--- src/xbar_pkg.sv ---
// ##############################
// Crossbar package: bus widths, port counts,
// address map and error response constants
// ##############################
`default_nettype none

package xbar_pkg;

  // Port counts
  localparam int unsigned NMASTER     = 2;
  localparam int unsigned NSLAVE      = 4;
  localparam int unsigned NEXT_SLAVE  = 3;
  localparam int unsigned LOG_NSLAVE  = 2;
  localparam int unsigned LOG_NMASTER = 1;

  // Bus widths
  localparam int unsigned ADDR_W = 32;
  localparam int unsigned DATA_W = 32;
  localparam int unsigned BE_W   = 4;

  // Internal error target sits above the external ones
  localparam int unsigned ERROR_IDX = 3;

  // Address map, index 0 is the boot ROM, 1 the RAM, 2 the peripherals
  localparam logic [NEXT_SLAVE-1:0][ADDR_W-1:0] SLV_BASE = {
    32'h2000_0000,
    32'h0001_0000,
    32'h0000_0000
  };
  localparam logic [NEXT_SLAVE-1:0][ADDR_W-1:0] SLV_SIZE = {
    32'h0000_1000,
    32'h0000_1000,
    32'h0000_1000
  };

  // Owner queue depth per target and its pointer width
  localparam int unsigned MAX_OUTSTANDING = 4;
  localparam int unsigned QPTR_W          = 2;

  // Read data of every error response
  localparam logic [DATA_W-1:0] ERR_RDATA = 32'hBADA_CCE5;

endpackage : xbar_pkg

`default_nettype wire

--- src/addr_decoder.sv ---
// ##############################
// Address decoder: picks the target window
// for one master, error target by default
// ##############################
`default_nettype none

module addr_decoder
  import xbar_pkg::*;
(
  input  logic [ADDR_W-1:0]     addr_i,
  output logic [LOG_NSLAVE-1:0] idx_o
);

  always_comb begin
    logic [ADDR_W-1:0] offset;
    offset = '0;
    // Unmapped addresses fall through to the error target
    idx_o = LOG_NSLAVE'(ERROR_IDX);
    for (int s = 0; s < NEXT_SLAVE; s++) begin
      // Offset compare stays correct near the top of the address space
      offset = addr_i - SLV_BASE[s];
      if (offset < SLV_SIZE[s]) begin
        idx_o = LOG_NSLAVE'(s);
      end
    end
  end

endmodule : addr_decoder

`default_nettype wire

--- src/error_slave.sv ---
// ##############################
// Error target: grants at once and answers
// every unmapped access with the error word
// ##############################
`default_nettype none

module error_slave
  import xbar_pkg::*;
(
  input  logic              clk_i,
  input  logic              rst_n_i,
  input  logic              req_i,
  input  logic              we_i,
  output logic              gnt_o,
  output logic              rvalid_o,
  output logic [DATA_W-1:0] rdata_o
);

  logic rvalid_q;

  // Never stalls
  assign gnt_o = req_i;

  always_ff @(posedge clk_i) begin
    if (!rst_n_i) begin
      rvalid_q <= 1'b0;
    end else begin
      // One response per transfer in the next cycle
      rvalid_q <= req_i;
    end
  end

  // Reads and writes alike complete with the error word
  assign rvalid_o = rvalid_q;
  assign rdata_o  = ERR_RDATA;

endmodule : error_slave

`default_nettype wire

--- src/rr_arbiter.sv ---
// ##############################
// Round-robin arbiter for one target
// ##############################
`default_nettype none

module rr_arbiter
  import xbar_pkg::*;
(
  input  logic                   clk_i,
  input  logic                   rst_n_i,
  input  logic [NMASTER-1:0]     req_i,
  input  logic                   advance_i,
  output logic [NMASTER-1:0]     grant_o,
  output logic [LOG_NMASTER-1:0] grant_idx_o
);

  // Master with highest priority in the next arbitration
  logic [LOG_NMASTER-1:0] ptr_q;

  always_comb begin
    int   cand;
    logic found;
    cand        = 0;
    found       = 1'b0;
    grant_o     = '0;
    grant_idx_o = '0;
    // Scan from the pointer, wrapping once around the masters
    for (int k = 0; k < NMASTER; k++) begin
      cand = int'(ptr_q) + k;
      if (cand >= NMASTER) begin
        cand = cand - NMASTER;
      end
      if (!found && req_i[cand]) begin
        found         = 1'b1;
        grant_o[cand] = 1'b1;
        grant_idx_o   = LOG_NMASTER'(cand);
      end
    end
  end

  // Move past the winner only once its transfer is done
  always_ff @(posedge clk_i) begin
    if (!rst_n_i) begin
      ptr_q <= '0;
    end else if (advance_i) begin
      if (grant_idx_o == LOG_NMASTER'(NMASTER - 1)) begin
        ptr_q <= '0;
      end else begin
        ptr_q <= grant_idx_o + 1'b1;
      end
    end
  end

endmodule : rr_arbiter

`default_nettype wire

--- src/system_xbar.sv ---
// ##############################
// System bus crossbar: two masters to ROM,
// RAM, peripherals and the error target
// ##############################
`default_nettype none

module system_xbar
  import xbar_pkg::*;
(
  input  logic                                clk_i,
  input  logic                                rst_n_i,
  // Masters
  input  logic [NMASTER-1:0]                  master_req_i,
  input  logic [NMASTER-1:0]                  master_we_i,
  input  logic [NMASTER-1:0][BE_W-1:0]        master_be_i,
  input  logic [NMASTER-1:0][ADDR_W-1:0]      master_addr_i,
  input  logic [NMASTER-1:0][DATA_W-1:0]      master_wdata_i,
  output logic [NMASTER-1:0]                  master_gnt_o,
  output logic [NMASTER-1:0]                  master_rvalid_o,
  output logic [NMASTER-1:0][DATA_W-1:0]      master_rdata_o,
  // External targets
  output logic [NEXT_SLAVE-1:0]               slave_req_o,
  output logic [NEXT_SLAVE-1:0]               slave_we_o,
  output logic [NEXT_SLAVE-1:0][BE_W-1:0]     slave_be_o,
  output logic [NEXT_SLAVE-1:0][ADDR_W-1:0]   slave_addr_o,
  output logic [NEXT_SLAVE-1:0][DATA_W-1:0]   slave_wdata_o,
  input  logic [NEXT_SLAVE-1:0]               slave_gnt_i,
  input  logic [NEXT_SLAVE-1:0]               slave_rvalid_i,
  input  logic [NEXT_SLAVE-1:0][DATA_W-1:0]   slave_rdata_i
);

  logic [NMASTER-1:0][LOG_NSLAVE-1:0] port_sel;

  // All target ports of the crossbar, error target included
  logic [NSLAVE-1:0]             xs_req;
  logic [NSLAVE-1:0]             xs_we;
  logic [NSLAVE-1:0][BE_W-1:0]   xs_be;
  logic [NSLAVE-1:0][ADDR_W-1:0] xs_addr;
  logic [NSLAVE-1:0][DATA_W-1:0] xs_wdata;
  logic [NSLAVE-1:0]             xs_gnt;
  logic [NSLAVE-1:0]             xs_rvalid;
  logic [NSLAVE-1:0][DATA_W-1:0] xs_rdata;

  for (genvar m = 0; m < NMASTER; m++) begin : gen_dec
    addr_decoder i_dec (
      .addr_i(master_addr_i[m]),
      .idx_o (port_sel[m])
    );
  end

  xbar_varlat i_xbar (
    .clk_i   (clk_i),
    .rst_n_i (rst_n_i),
    .req_i   (master_req_i),
    .sel_i   (port_sel),
    .we_i    (master_we_i),
    .be_i    (master_be_i),
    .addr_i  (master_addr_i),
    .wdata_i (master_wdata_i),
    .gnt_o   (master_gnt_o),
    .rvalid_o(master_rvalid_o),
    .rdata_o (master_rdata_o),
    .req_o   (xs_req),
    .we_o    (xs_we),
    .be_o    (xs_be),
    .addr_o  (xs_addr),
    .wdata_o (xs_wdata),
    .gnt_i   (xs_gnt),
    .rvalid_i(xs_rvalid),
    .rdata_i (xs_rdata)
  );

  error_slave i_err (
    .clk_i   (clk_i),
    .rst_n_i (rst_n_i),
    .req_i   (xs_req[ERROR_IDX]),
    .we_i    (xs_we[ERROR_IDX]),
    .gnt_o   (xs_gnt[ERROR_IDX]),
    .rvalid_o(xs_rvalid[ERROR_IDX]),
    .rdata_o (xs_rdata[ERROR_IDX])
  );

  // Ports 0 to 2 leave the crossbar
  assign slave_req_o   = xs_req[NEXT_SLAVE-1:0];
  assign slave_we_o    = xs_we[NEXT_SLAVE-1:0];
  assign slave_be_o    = xs_be[NEXT_SLAVE-1:0];
  assign slave_addr_o  = xs_addr[NEXT_SLAVE-1:0];
  assign slave_wdata_o = xs_wdata[NEXT_SLAVE-1:0];

  assign xs_gnt[NEXT_SLAVE-1:0]    = slave_gnt_i;
  assign xs_rvalid[NEXT_SLAVE-1:0] = slave_rvalid_i;
  assign xs_rdata[NEXT_SLAVE-1:0]  = slave_rdata_i;

endmodule : system_xbar

`default_nettype wire

--- src/xbar_varlat.sv ---
// ##############################
// Variable-latency crossbar: per-target arbitration,
// request muxing and in-order response routing
// ##############################
`default_nettype none

module xbar_varlat
  import xbar_pkg::*;
(
  input  logic                               clk_i,
  input  logic                               rst_n_i,
  // Master side
  input  logic [NMASTER-1:0]                 req_i,
  input  logic [NMASTER-1:0][LOG_NSLAVE-1:0] sel_i,
  input  logic [NMASTER-1:0]                 we_i,
  input  logic [NMASTER-1:0][BE_W-1:0]       be_i,
  input  logic [NMASTER-1:0][ADDR_W-1:0]     addr_i,
  input  logic [NMASTER-1:0][DATA_W-1:0]     wdata_i,
  output logic [NMASTER-1:0]                 gnt_o,
  output logic [NMASTER-1:0]                 rvalid_o,
  output logic [NMASTER-1:0][DATA_W-1:0]     rdata_o,
  // Target side
  output logic [NSLAVE-1:0]                  req_o,
  output logic [NSLAVE-1:0]                  we_o,
  output logic [NSLAVE-1:0][BE_W-1:0]        be_o,
  output logic [NSLAVE-1:0][ADDR_W-1:0]      addr_o,
  output logic [NSLAVE-1:0][DATA_W-1:0]      wdata_o,
  input  logic [NSLAVE-1:0]                  gnt_i,
  input  logic [NSLAVE-1:0]                  rvalid_i,
  input  logic [NSLAVE-1:0][DATA_W-1:0]      rdata_i
);

  logic [NSLAVE-1:0][NMASTER-1:0]     cand_req;
  logic [NSLAVE-1:0][NMASTER-1:0]     win_oh;
  logic [NSLAVE-1:0][LOG_NMASTER-1:0] win_idx;
  logic [NSLAVE-1:0]                  xfer;
  logic [NSLAVE-1:0]                  q_full;
  logic [NSLAVE-1:0]                  q_empty;
  logic [NSLAVE-1:0][LOG_NMASTER-1:0] q_head;

  for (genvar s = 0; s < NSLAVE; s++) begin : gen_target
    // Owner queue, one master index per outstanding transfer
    logic [LOG_NMASTER-1:0] owner_mem [MAX_OUTSTANDING];
    logic [QPTR_W-1:0]      wr_ptr_q;
    logic [QPTR_W-1:0]      rd_ptr_q;
    logic [QPTR_W:0]        count_q;
    logic                   pop;

    // A full queue hides this target from every master
    for (genvar m = 0; m < NMASTER; m++) begin : gen_cand
      assign cand_req[s][m] = req_i[m] && (sel_i[m] == LOG_NSLAVE'(s)) && !q_full[s];
    end

    rr_arbiter i_arb (
      .clk_i      (clk_i),
      .rst_n_i    (rst_n_i),
      .req_i      (cand_req[s]),
      .advance_i  (xfer[s]),
      .grant_o    (win_oh[s]),
      .grant_idx_o(win_idx[s])
    );

    // Winner's fields onto the target port
    assign req_o[s]   = |cand_req[s];
    assign we_o[s]    = we_i[win_idx[s]];
    assign be_o[s]    = be_i[win_idx[s]];
    assign addr_o[s]  = addr_i[win_idx[s]];
    assign wdata_o[s] = wdata_i[win_idx[s]];

    assign xfer[s]    = req_o[s] && gnt_i[s];
    assign pop        = rvalid_i[s] && !q_empty[s];
    assign q_full[s]  = (count_q == (QPTR_W + 1)'(MAX_OUTSTANDING));
    assign q_empty[s] = (count_q == '0);
    assign q_head[s]  = owner_mem[rd_ptr_q];

    always_ff @(posedge clk_i) begin
      if (!rst_n_i) begin
        wr_ptr_q <= '0;
        rd_ptr_q <= '0;
        count_q  <= '0;
      end else begin
        if (xfer[s]) begin
          wr_ptr_q <= wr_ptr_q + 1'b1;
        end
        if (pop) begin
          rd_ptr_q <= rd_ptr_q + 1'b1;
        end
        // Push and pop in one cycle leave the level unchanged
        case ({xfer[s], pop})
          2'b10:   count_q <= count_q + 1'b1;
          2'b01:   count_q <= count_q - 1'b1;
          default: count_q <= count_q;
        endcase
      end
    end

    always_ff @(posedge clk_i) begin
      if (xfer[s]) begin
        owner_mem[wr_ptr_q] <= win_idx[s];
      end
    end
  end

  // Target grant goes back to whichever master won there
  always_comb begin
    gnt_o = '0;
    for (int s = 0; s < NSLAVE; s++) begin
      for (int m = 0; m < NMASTER; m++) begin
        gnt_o[m] = gnt_o[m] | (win_oh[s][m] & gnt_i[s]);
      end
    end
  end

  // Responses follow the oldest recorded owner of each target
  always_comb begin
    rvalid_o = '0;
    rdata_o  = '0;
    for (int s = 0; s < NSLAVE; s++) begin
      if (rvalid_i[s] && !q_empty[s]) begin
        rvalid_o[q_head[s]] = 1'b1;
        rdata_o[q_head[s]]  = rdata_i[s];
      end
    end
  end

endmodule : xbar_varlat

`default_nettype wire
--- config.mk ---
export PLATFORM = sky130hd
export DESIGN_NAME = system_xbar
export DESIGN_NICKNAME = d
export VERILOG_FILES = /design/src/xbar_pkg.sv /design/src/addr_decoder.sv /design/src/error_slave.sv /design/src/rr_arbiter.sv /design/src/system_xbar.sv /design/src/xbar_varlat.sv
export SDC_FILE = /design/constraint.sdc
export NUM_CORES = 1
export LEC_CHECK = 0
export BUFFER_PORTS_ARGS = -buffer_cell sky130_fd_sc_hd__clkbuf_2
export CORE_AREA = 4 4 201 203
export DETAILED_ROUTE_END_ITERATION = 16
export DIE_AREA = 0 0 205 207
export PLACE_DENSITY = 0.49
export SYNTH_ARGS = -nofsm -noshare
export SYNTH_HDL_FRONTEND = slang
export SYNTH_SLANG_ARGS = --single-unit
--- constraint.sdc ---
create_clock -name clk_i -period 6.74 [get_ports clk_i]
set_input_delay 1.348 -clock clk_i [delete_from_list [all_inputs] [get_ports clk_i]]
set_output_delay 1.348 -clock clk_i [all_outputs]
set_load 0.005 [all_outputs]
### Yosys cells after proc, flatten, opt, wreduce, memory -nomap -nowiden

Memory sizes are Yosys's and may differ from the RTL's. A register that Yosys moved wholly into a read port is not among the register bits.
Cells that the tools add are included.

| storage, ports and cells | value |
|---|---|
| memory bits (writable) | 16 |
| input bits | 244 |
| memories kept | 4 |
| logic and storage cells | 354 |
| bits in registers | 33 |

Memory list:

| name | depth | width | rd ports | clocked after memory_dff | write ports | RTL line | RTL |
|---|---|---|---|---|---|---|---|
| i_xbar.gen_target[0].owner_mem | 4 | 1 | 1 | 1 | 1 | xbar_varlat.sv:43 | `logic [LOG_NMASTER-1:0] owner_mem [MAX_OUTSTANDING];` |
| i_xbar.gen_target[1].owner_mem | 4 | 1 | 1 | 1 | 1 | xbar_varlat.sv:43 |  |
| i_xbar.gen_target[2].owner_mem | 4 | 1 | 1 | 1 | 1 | xbar_varlat.sv:43 |  |
| i_xbar.gen_target[3].owner_mem | 4 | 1 | 1 | 1 | 1 | xbar_varlat.sv:43 |  |

| operators by class | value |
|---|---|
| order comparisons | 41 |
| add/sub/neg operators | 36 |
| mux-type cells | 148 |
| bitwise operators | 25 |
| reductions and logical operators | 65 |
| equality and inequality tests | 18 |

Operators by type and width:

| operator | number |
|---|---|
| two-way mux 32 bit | 24 |
| greater-or-equal comparator 32 x 1 -> 1 bit (second input constant) | 8 |
| less-than comparator 32 x 3 -> 1 bit (second input constant) | 8 |
| two-way mux 64 bit | 4 |
| less-than comparator 32 x 13 -> 1 bit (second input constant) | 6 |
| bitwise mux 64 bit | 2 |
| demux 32 bit (select 1 bit) | 4 |
| two-way mux 1 bit | 66 |
| AND 64 bit | 1 |
| subtractor 32 x 17 -> 32 bit (second input constant) | 2 |
| subtractor 32 x 30 -> 32 bit (second input constant) | 2 |
| two-way mux 2 bit | 26 |
| logical AND 1 bit | 39 |
| OR 38 bit | 1 |
| AND 26 bit | 1 |
| NOT 26 bit | 1 |
| two-way mux 4 bit | 6 |
| case mux 3 bit (2 select lines) | 4 |
| adder 2 x 1 -> 2 bit (second input constant) | 8 |
| equality test 2 bit (second input constant) | 8 |
| less-than comparator 1 x 2 -> 1 bit (second input constant) | 7 |
| OR 2 bit | 7 |
| adder 3 x 1 -> 3 bit (second input constant) | 4 |
| demux 1 bit (select 1 bit) | 12 |
| 17 further kinds | 82 |

### Depth between registers and ports, before layout

Gate-level depths: netlist (run 1).

| depth | value |
|---|---|
| word-level depth | 18 |
| depth in mapped cells | 13 |
| depth with buffers taken out | 13 |

### Cells and area by module

Synthesis (run 1) repeated with hierarchy kept, for this count alone.

| unflattened totals | value |
|---|---|
| cell total of the unflattened synthesis | 1031 |
| area, all modules | 8848.5 µm² |

Modules (own cells, without submodules):

| module | instances | area an instance (µm²) | cells each |
|---|---|---|---|
| xbar_varlat | 1 | 8079.0 | 940 |
| error_slave | 1 | 281.5 | 37 |
| rr_arbiter | 4 | 67.6 | 7 |
| addr_decoder | 2 | 108.9 | 13 |

### Worst setup path before layout (run 1)

OpenSTA, ideal clock, no wires.

| timing | value |
|---|---|
| kind | input to output |
| start point | input master_addr_i[46] (netlist name) |
| end point | output slave_addr_o[10] (netlist name) |
| arrival | 3220 ps |
| setup slack | 2172 ps |
| data required time | 5392 ps |
| cell stages on the path | 7 |
| path buffers | 2 |
| path through | or4_4 nor4_4 and3_1 o21ai_2 buf_6 buf_6 mux2_4 |

RTL lines:

| what | RTL line | RTL |
|---|---|---|
| from (decl) | system_xbar.sv:16 | `input logic [NMASTER-1:0][ADDR_W-1:0] master_addr_i,` |
| to (decl) | system_xbar.sv:25 | `output logic [NEXT_SLAVE-1:0][ADDR_W-1:0] slave_addr_o,` |

==> results of run 1 <==
-- placed cells by master (no fill, tap or decap), types with 6 or more instances in the layout --
master	count
mux2_4	20
clkbuf_16	9
buf_4	14
nor2_1	76
nand3_1	8
edfxtp_1	16
a221oi_1	64
inv_1	32
and2_1	93
xnor2_1	12
xor2_1	6
mux2i_1	9
a21oi_1	10
dfxtp_1	41
clkbuf_2	521
mux2_2	127
o21ai_0	74
or3_1	6
ha_1	22
nand4_1	6
nand2_1	34
-- synth_stat cells (2+ instances only) --
master | count | area [um^2]
a31oi_1 | 2 | 12.5
nor3_1 | 5 | 25.0
fa_1 | 4 | 80.1
a21boi_0 | 5 | 37.5
nand2b_1 | 3 | 18.8
inv_1 | 32 | 120
o31a_1 | 2 | 17.5
mux2i_1 | 9 | 90.1
or4_1 | 3 | 22.5
buf_2 | 10 | 50.1
buf_6 | 6 | 67.6
a21o_1 | 2 | 15.0
and2_1 | 93 | 582
mux2_2 | 127 | 1430
mux4_2 | 4 | 90.1
o31ai_1 | 2 | 15.0
nand2_1 | 35 | 131
o211ai_1 | 4 | 30.0
dfxtp_1 | 41 | 821
buf_1 | 2 | 7.51
nand3_1 | 8 | 40.0
xnor2_1 | 12 | 105
a211oi_1 | 3 | 22.5
and3_1 | 2 | 12.5
or3b_2 | 2 | 17.5
o211a_1 | 2 | 20.0
nor2_1 | 80 | 300
clkbuf_1 | 42 | 158
xor2_1 | 6 | 52.6
mux2_4 | 20 | 300
nor3b_1 | 2 | 15.0
nor2b_1 | 5 | 31.3
and4_1 | 4 | 35.0
nor4_1 | 4 | 25.0
or3_1 | 6 | 37.5
nand4_1 | 6 | 37.5
edfxtp_1 | 16 | 480
a21oi_1 | 10 | 50.1
a221oi_1 | 64 | 561
ha_1 | 22 | 275
o21ai_0 | 74 | 370
-- through the flow --
step	hold slack, ns	instance area (um^2)
floorplan	0.443	6750
global placement	0.465	9900
detailed placement	0.476	9900
CTS	0.482	10200
global route	0.527	10200
finish	0.486	10200
-- critical path: stages --
cell      delay, ns
clkbuf_2       0.08
or4_4          0.54
nor4_4         0.48
and3_1         0.32
nand2_4        0.46
mux2_2         0.54
clkbuf_2       0.15
-- layer usage --
metal  global-route usage  vias to the layer above  part of all wire
met5                    0                        -            0.0023
met4               0.0649                       12             0.038
met3               0.0468                       79             0.090
met2                0.340                      504              0.53
met1                0.182                     4042              0.34
li1                     -                     3885                 -
-- report_power, final --
group	switching (W)	internal, W	total [W]
clock	0.000158	0.000259	0.000416
sequential	0.0000134	0.000373	0.000386
combinational	0.000284	0.000237	0.000521
-- cells by family (layout without fill, tap and decap cells) --
group	Yosys count	in the layout	synth area share
simple gates	265	265	0.208
compound gates	175	175	0.179
mux	161	161	0.285
buf+inv	92	585	0.0597
flops	57	57	0.193
fa+ha+maj	26	26	0.0526
xor+xnor	18	18	0.0233
other cells	0	4	0
-- cell type report --
cell class,count,area [um^2],area share
clock inverters,6,42.5,0.00418
well taps,518,648,0.0636
multi-input cells,645,5070,0.498
flip-flops and latches,57,1300,0.128
repair buffers,537,2750,0.270
diodes,4,10.0,0.000982
inverters,32,120,0.0118
clock buffers,10,239,0.0235
-- final timing paths --
check / from / endpoint / slack (ns) / cells after the start
setup / recovery: master_addr_i[46] / slave_wdata_o[81] / 1.38 / 7
setup reg to reg: i_xbar.gen_target[2].count_q[2] / i_xbar.gen_target[2].count_q[2] / 3.82 / 11
hold / removal: i_xbar.gen_target[3].i_arb.ptr_q / i_xbar.gen_target[3].i_arb.ptr_q / 0.49 / 1
hold reg to reg: i_xbar.gen_target[3].i_arb.ptr_q / i_xbar.gen_target[3].i_arb.ptr_q / 0.49 / 1
==> flow_summary.ini, run 1 <==
[run_status]
outcome = completed

[finish]
area_growth_pct = 50.9
fill_cells = 4318
stdcell_count = 1809
drive_above_1_share = 0.558
num-nets-final = 1552
post-route-util = 0.265

[synthesis]
yosys_warnings = 0
synthArstFlopShare = 0
synth_area_per_cell_um2 = 8.51
ys_types = 54
ys.flop_type = dfxtp_1
syn_area_mm2 = 0.00675
ys_ff_latch = 57
synth_cells = 794
synth_fp_nets = 1064
synth_seq_area_share = 0.193
synth_edf_count = 16

[sta]
worst_pin_slew_ns = 0.951
min_period_ns = 5.36
drv_slew = 0
period_share = 0.795
fin_ws_ns = 1.38
rsz0062_at_grt = no
tns_ns = 0
max_freq_mhz = 187
finClkSkew_ns = 0.00600
final_hold_viol_count = 0
slew_headroom = 0.365
setup-violations-final = 0

[global_routing]
grt_antenna_before_repair = 13
grt_max_degree = 69
grt_usage = 0.177
grt_overflow_total = 0
grt_pass1_vias = 8543
grt_pass1_wl_um = 57400

[floorplan]
die_area_mm2 = 0.0424
fp.dieH_um = 207
ios = 522
core_mm2 = 0.0385
rows = 72
start_util = 0.176
die_w_um = 205

[routing]
wl_per_cell_um = 22.5
drt-total-wl_um = 40700
dr.first_iter.drc_count = 650
drc = 0
viasPerCell = 4.71
dr_total_vias = 8522
firstDrtPassIters = 5
postRouteAntennaNets = 0

[cts]
cts-buffers-inserted = 9
clockRootBuffer = clkbuf_16
path_clk_slew_ns = 0.05
insertion_delay_ns = 0.32
htree_levels = 3
post-cts-setup-buffer-count = 0
cts_tree = yes
clock-sinks = 57
cts.path.max_buffers = 2
postCtsHoldBufs = 0
cts_resized = 0

[pwr]
p_leak_nw = 4.91
powerDensity_mw_per_mm2 = 130
totalPowerFinal_w = 0.00132
vdd_drop_max_mv = 0.139

[worst_hold_path]
hp-class = reg2reg

[setup_path]
critPathLaunchType = input pin
worst-path-max-fanout = 68
cp_data_arrival_time_ns = 4.01
cp_data_required_time_ns = 5.39
crit_path_end_kind = primary output
worst-setup-path-type = in2out

[run]
max_cap_violations = 0

[place]
globalplace.congestion = 0.980
dpl.hpwl_um = 34800
dp.cells = 1789
portBuffers = 521
post-place-ws_ns = 1.35
Note: power is estimated with default switching activity, not from simulation.
==> run 2, diff against run 1 <==
CORE_AREA = 4 4 200 202   (was 4 4 201 203)
DIE_AREA = 0 0 204 206   (was 0 0 205 207)
clock period = 5.1 ns   (was 6.74 ns; I/O delays follow)
==> run 2 against run 1 <==
Via count shrank 0.86%. First-iteration DRC count shrank 4.2%. Global-route usage is essentially flat. Cell area grew 0.53%. Die area shrank 0.97%. Combinational power grew 30%. Hold slack is essentially flat. Highest routed layer unchanged. Final cell count is essentially flat. Clock skew shrank 0.0013 ns. Worst setup slack lost 0.85 ns.
==> flow_summary.ini, run 2 (same netlist as run 1, synthesis figures left out) <==
[run_status]
outcome = completed

[setup_path]
worst-path-max-fanout = 68
crit_chain = clkbuf_2 -> nor4_1 -> and4_1 -> nand4_1 -> o211ai_4 -> buf_12 -> mux2_2 -> clkbuf_2
r2r_slack_ns = 2.16
critPathMaxStageDelay_ns = 0.56
reg2reg_from = i_xbar.gen_target[2].count_q[0]
r2r_cells = 11
r2r-end = i_xbar.gen_target[2].count_q[2]
crit_top_cell = clkbuf_2
critical-path-slowest-cell = and4_1
cp_data_required_time_ns = 4.08
cp-startpoint = master_addr_i[17]
cp_data_arrival_time_ns = 3.55
crit_end = slave_wdata_o[57]
critPathLaunchType = input pin
crit_path_end_kind = primary output
worst-setup-path-type = in2out

[finish]
fill_cells = 4276
drive_above_1_share = 0.557
post-route-util = 0.268
final_common_cell = clkbuf_2
stdcell_count = 1810
num-nets-final = 1552
area_growth_pct = 51.6
final_area_mm2 = 0.0102
final_cell_mix = 521 x clkbuf_2, 127 x mux2_2, 93 x and2_1

[pwr]
p_int_w = 0.00124
p_clk_frac = 0.351
powerDensity_mw_per_mm2 = 179
seqPwrFrac = 0.279
combPwrFrac = 0.370
swShare = 0.322
power_switching_w = 0.000590
p_leak_nw = 4.93
vdd_drop_max_mv = 0.139

[cts]
htree_levels = 3
post-cts-setup-buffer-count = 0
path_clk_slew_ns = 0.05
cts_resized = 0
cts-buffers-inserted = 9
cts_tree = yes
postCtsHoldBufs = 0
clock-sinks = 57
insertion_delay_ns = 0.33
clockRootBuffer = clkbuf_16
cts.path.max_buffers = 2

[routing]
drt-total-wl_um = 40200
dr_total_vias = 8449
drc = 0
postRouteAntennaNets = 0
firstDrtPassIters = 5
viasPerCell = 4.67
dr.first_iter.drc_count = 623
wl_per_cell_um = 22.2

[sta]
max_freq_mhz = 219
period_share = 0.895
drv_slew = 0
worst_pin_slew_ns = 1.05
rsz0062_at_grt = no
tns_ns = 0
min_period_ns = 4.57
finClkSkew_ns = 0.00466
final_hold_viol_count = 0
setup-violations-final = 0
slew_headroom = 0.297

[floorplan]
fp.dieH_um = 206
ios = 522
die_area_mm2 = 0.0420
rows = 72
core_mm2 = 0.0383
die_w_um = 204
start_util = 0.176

[global_routing]
grt_antenna_before_repair = 12
grt_overflow_total = 0
grt_pass1_vias = 8505
grt_pass1_wl_um = 56000
grt_usage = 0.177
grt_max_degree = 69

[place]
dpl.hpwl_um = 34500
placed_cell_area_mm2 = 0.00991
globalplace.congestion = 0.981
dp.cells = 1789
portBuffers = 521

[worst_hold_path]
hp-class = reg2reg

[run]
max_cap_violations = 0
-- run 2: per-layer routing --
layer / global-route usage / share of wire
met3: 0.0435 / 0.079
met1: 0.179 / 0.35
met2: 0.347 / 0.53
met4: 0.0715 / 0.040
met5: 0 / 0.0017
-- run 2: power by group through the flow --
stage	clock [W]	combinational (W)	sequential (W)
after floorplan	0	0.000279	0.000516
after global placement	0	0.000676	0.000519
after detailed placement	0	0.000681	0.000520
after CTS	0.000663	0.000683	0.000510
after global routing	0.000684	0.000741	0.000514
final	0.000642	0.000677	0.000511
-- run 2: critical path, delay by kind of cell --
family          cells  cell delay [ns]
compound gates      1             0.24
mux                 1             0.39
buf+inv             3             0.54
simple gates        3             1.27
-- run 2: how the worst min path moves through the flow --
| stage | slack, ns | cells past startpoint | end | start |
|---|---|---|---|---|
| after floorplan | 0.44 | 1 | i_xbar.gen_target[3].i_arb.ptr_q | i_xbar.gen_target[3].i_arb.ptr_q |
| after global placement | 0.46 | 1 | i_xbar.gen_target[3].i_arb.ptr_q | i_xbar.gen_target[3].i_arb.ptr_q |
| after detailed placement | 0.47 | 1 | i_xbar.gen_target[3].i_arb.ptr_q | i_xbar.gen_target[3].i_arb.ptr_q |
| after CTS | 0.48 | 1 | i_xbar.gen_target[3].i_arb.ptr_q | i_xbar.gen_target[3].i_arb.ptr_q |
| after global routing | 0.51 | 1 | i_xbar.gen_target[3].i_arb.ptr_q | i_xbar.gen_target[3].i_arb.ptr_q |
| final | 0.49 | 1 | i_xbar.gen_target[3].i_arb.ptr_q | i_xbar.gen_target[3].i_arb.ptr_q |
-- run 2: cell type report --
| class | instances | area [um^2] | share of cell area |
|---|---|---|---|
| diodes | 5 | 12.5 | 0.00122 |
| repair buffers | 537 | 2770 | 0.270 |
| flip-flops and latches | 57 | 1300 | 0.127 |
| multi-input cells | 645 | 5070 | 0.495 |
| inverters | 32 | 120 | 0.0117 |
| clock buffers | 10 | 239 | 0.0233 |
| well taps | 518 | 648 | 0.0633 |
| clock inverters | 6 | 81.3 | 0.00794 |
-- run 2: per-stage QoR --
step | hold slack, ns | setup slack [ns] | total power (W)
2_1_floorplan | 0.443 | 1.19 | 0.000795
3_3_place_gp | 0.460 | 0.548 | 0.00120
3_5_place_dp | 0.471 | 0.565 | 0.00120
4_1_cts | 0.479 | 0.547 | 0.00186
5_1_grt | 0.512 | 0.482 | 0.00194
6_report | 0.486 | 0.533 | 0.00183
==> run 3, diff against run 2 <==
ABC_AREA = 1   (was default)
ABC_CLOCK_PERIOD_IN_PS = 5100   (was default)
PLACE_DENSITY = 0.5   (was 0.49)
==> run 3 against run 2 <==
Fmax is 0.35% higher. Largest cell class unchanged. Die area stayed put. Worst setup slack better by 0.016 ns. Global-route usage is 1.3 points higher. Critical endpoint is now slave_wdata_o[36]. Highest routed layer unchanged.
==> flow_summary.ini, run 3 <==
[place]
globalplace.congestion = 0.917
post-place-ws_ns = 0.573
portBuffers = 521
dpl.hpwl_um = 37000

[finish]
num-nets-final = 1997
drive_above_1_share = 0.342
final_cell_mix = 521 x clkbuf_2, 344 x nand2_1, 170 x nor2_1
final_common_cell = clkbuf_2
area_growth_pct = 50.1
fill_cells = 4438

[floorplan]
start_util = 0.181
rows = 72
core_mm2 = 0.0383
die_area_mm2 = 0.0420
fp.dieH_um = 206
die_w_um = 204
ios = 522

[setup_path]
cp-startpoint = master_addr_i[18]
critPathLaunchType = input pin
worst-path-max-fanout = 24
worst-setup-path-type = in2out
cp_data_arrival_time_ns = 3.53
reg2reg_from = i_xbar.gen_target[1].count_q[0]
r2r_slack_ns = 2.38
cp_data_required_time_ns = 4.08
crit_path_end_kind = primary output

[sta]
drv_slew = 0
finClkSkew_ns = 0.00529
slew_headroom = 0.196
min_period_ns = 4.55
worst_pin_slew_ns = 1.20
period_share = 0.892
tns_ns = 0
rsz0062_at_grt = no
max_freq_mhz = 220
setup-violations-final = 0
final_hold_viol_count = 0
fin_ws_ns = 0.549

[synthesis]
yosys.area_share.simple = 0.345
synth_edf_count = 16
synth-compound-area-share = 0.269
synth_xor_area_frac = 0.00127
synth_area_per_cell_um2 = 5.56
ys.flop_type = dfxtp_1
synth_top_family_by_area = simple AND/OR/NAND/NOR gates
yosys.area.top_type = nand2_1
synth_cells = 1244
synth_seq_area_share = 0.188
ys_ff_latch = 57
synth_top_area_share = 0.187
syn_area_mm2 = 0.00692
synthAdderAreaFrac = 0.0514
ys_types = 45
synth_commonest_cells = 345 x nand2_1, 173 x nor2_1, 169 x inv_1
yosys_warnings = 0
synth_mux_area_frac = 0
synthTopCellsByArea = nand2_1 19%, dfxtp_1 12%, o21ai_0 9.9%
yosysMostFrequentCell = nand2_1
synth_fp_nets = 1514
synthArstFlopShare = 0

[global_routing]
grt_pass1_wl_um = 60700
grt_max_degree = 93
grt_antenna_before_repair = 14
grt_pass1_vias = 9558
grt_usage = 0.190
grt_overflow_total = 0

[cts]
clockRootBuffer = clkbuf_16
insertion_delay_ns = 0.32
clock-sinks = 57
path_clk_slew_ns = 0.05
htree_levels = 3
cts.path.max_buffers = 2
postCtsHoldBufs = 0
cts_tree = yes
post-cts-setup-buffer-count = 0
cts-buffers-inserted = 9
cts_resized = 0

[pwr]
p_leak_nw = 5.80
vdd_drop_max_mv = 0.207
totalPowerFinal_w = 0.00219
powerDensity_mw_per_mm2 = 211

[run]
max_cap_violations = 0

[run_status]
outcome = completed

[worst_hold_path]
hp-start = i_xbar.gen_target[2].rd_ptr_q[1]
hp-class = reg2reg

[routing]
postRouteAntennaNets = 0
drc = 0
dr_total_vias = 10300
firstDrtPassIters = 5
dr.first_iter.drc_count = 806
drt-total-wl_um = 43600
wl_per_cell_um = 19.3
viasPerCell = 4.57
-- run 3: cells by family after synthesis --
family	count (synthesis)
simple gates	589
buf+inv	244
xor+xnor	1
flops	57
compound gates	327
fa+ha+maj	26
-- run 3: layer usage --
metal	wire, um	up-vias	track usage	share of wire
met5	48	-	0	0.0011
li1	-	5027	-	-
met2	20300	564	0.318	0.47
met1	17200	4669	0.234	0.39
met3	4640	66	0.0512	0.11
met4	1400	6	0.0694	0.032
-- run 3: worst max-delay path, stage by stage --
cell and delay [ns]:
clkbuf_2 0.10, nor2_1 0.27, nand2_1 0.12, nor2_1 0.17, nand3_1 0.15, o21ai_1 0.23, nor2_2 0.10, nand2_1 0.10
nand4_4 0.29, o21ai_0 0.72, clkbuf_2 0.25
-- run 3: worst paths after layout --
| path | endpoint | cells after the start |
|---|---|---|
| max | slave_wdata_o[36] | 11 |
| min | flop | 2 |
| max reg2reg | i_xbar.gen_target[1].count_q[2] | 12 |
| min reg2reg | flop | 2 |
-- run 3: area by class of cell --
cell class / count / area [um^2] / share of cell area
Multi-Input combinational cell: 943 / 4620 / 0.445
Sequential cell: 57 / 1300 / 0.125
Clock buffer: 10 / 229 / 0.0221
Timing Repair Buffer: 540 / 2810 / 0.271
Antenna cell: 11 / 27.5 / 0.00265
Inverter: 176 / 661 / 0.0636
Clock inverter: 6 / 82.6 / 0.00795
Tap cell: 518 / 648 / 0.0624
-- run 3: where the power goes --
group,internal [W],switching (W),total (W),leakage (nW)
sequential,0.000502,0.0000277,0.000530,0.482
clock,0.000424,0.000201,0.000626,0.152
combinational,0.000410,0.000624,0.00103,5.16
total,0.00134,0.000853,0.00219,5.80
-- run 3: through the flow --
stage / utilization / cells / area [um^2] / hold WS (ns)
global route: 0.271 / 2254 / 10400 / 0.487
global placement: 0.262 / 2234 / 10000 / 0.453
CTS: 0.270 / 2250 / 10400 / 0.469
finish: 0.271 / 2261 / 10400 / 0.464
detailed placement: 0.262 / 2234 / 10000 / 0.461
floorplan: - / 1244 / 6920 / 0.436
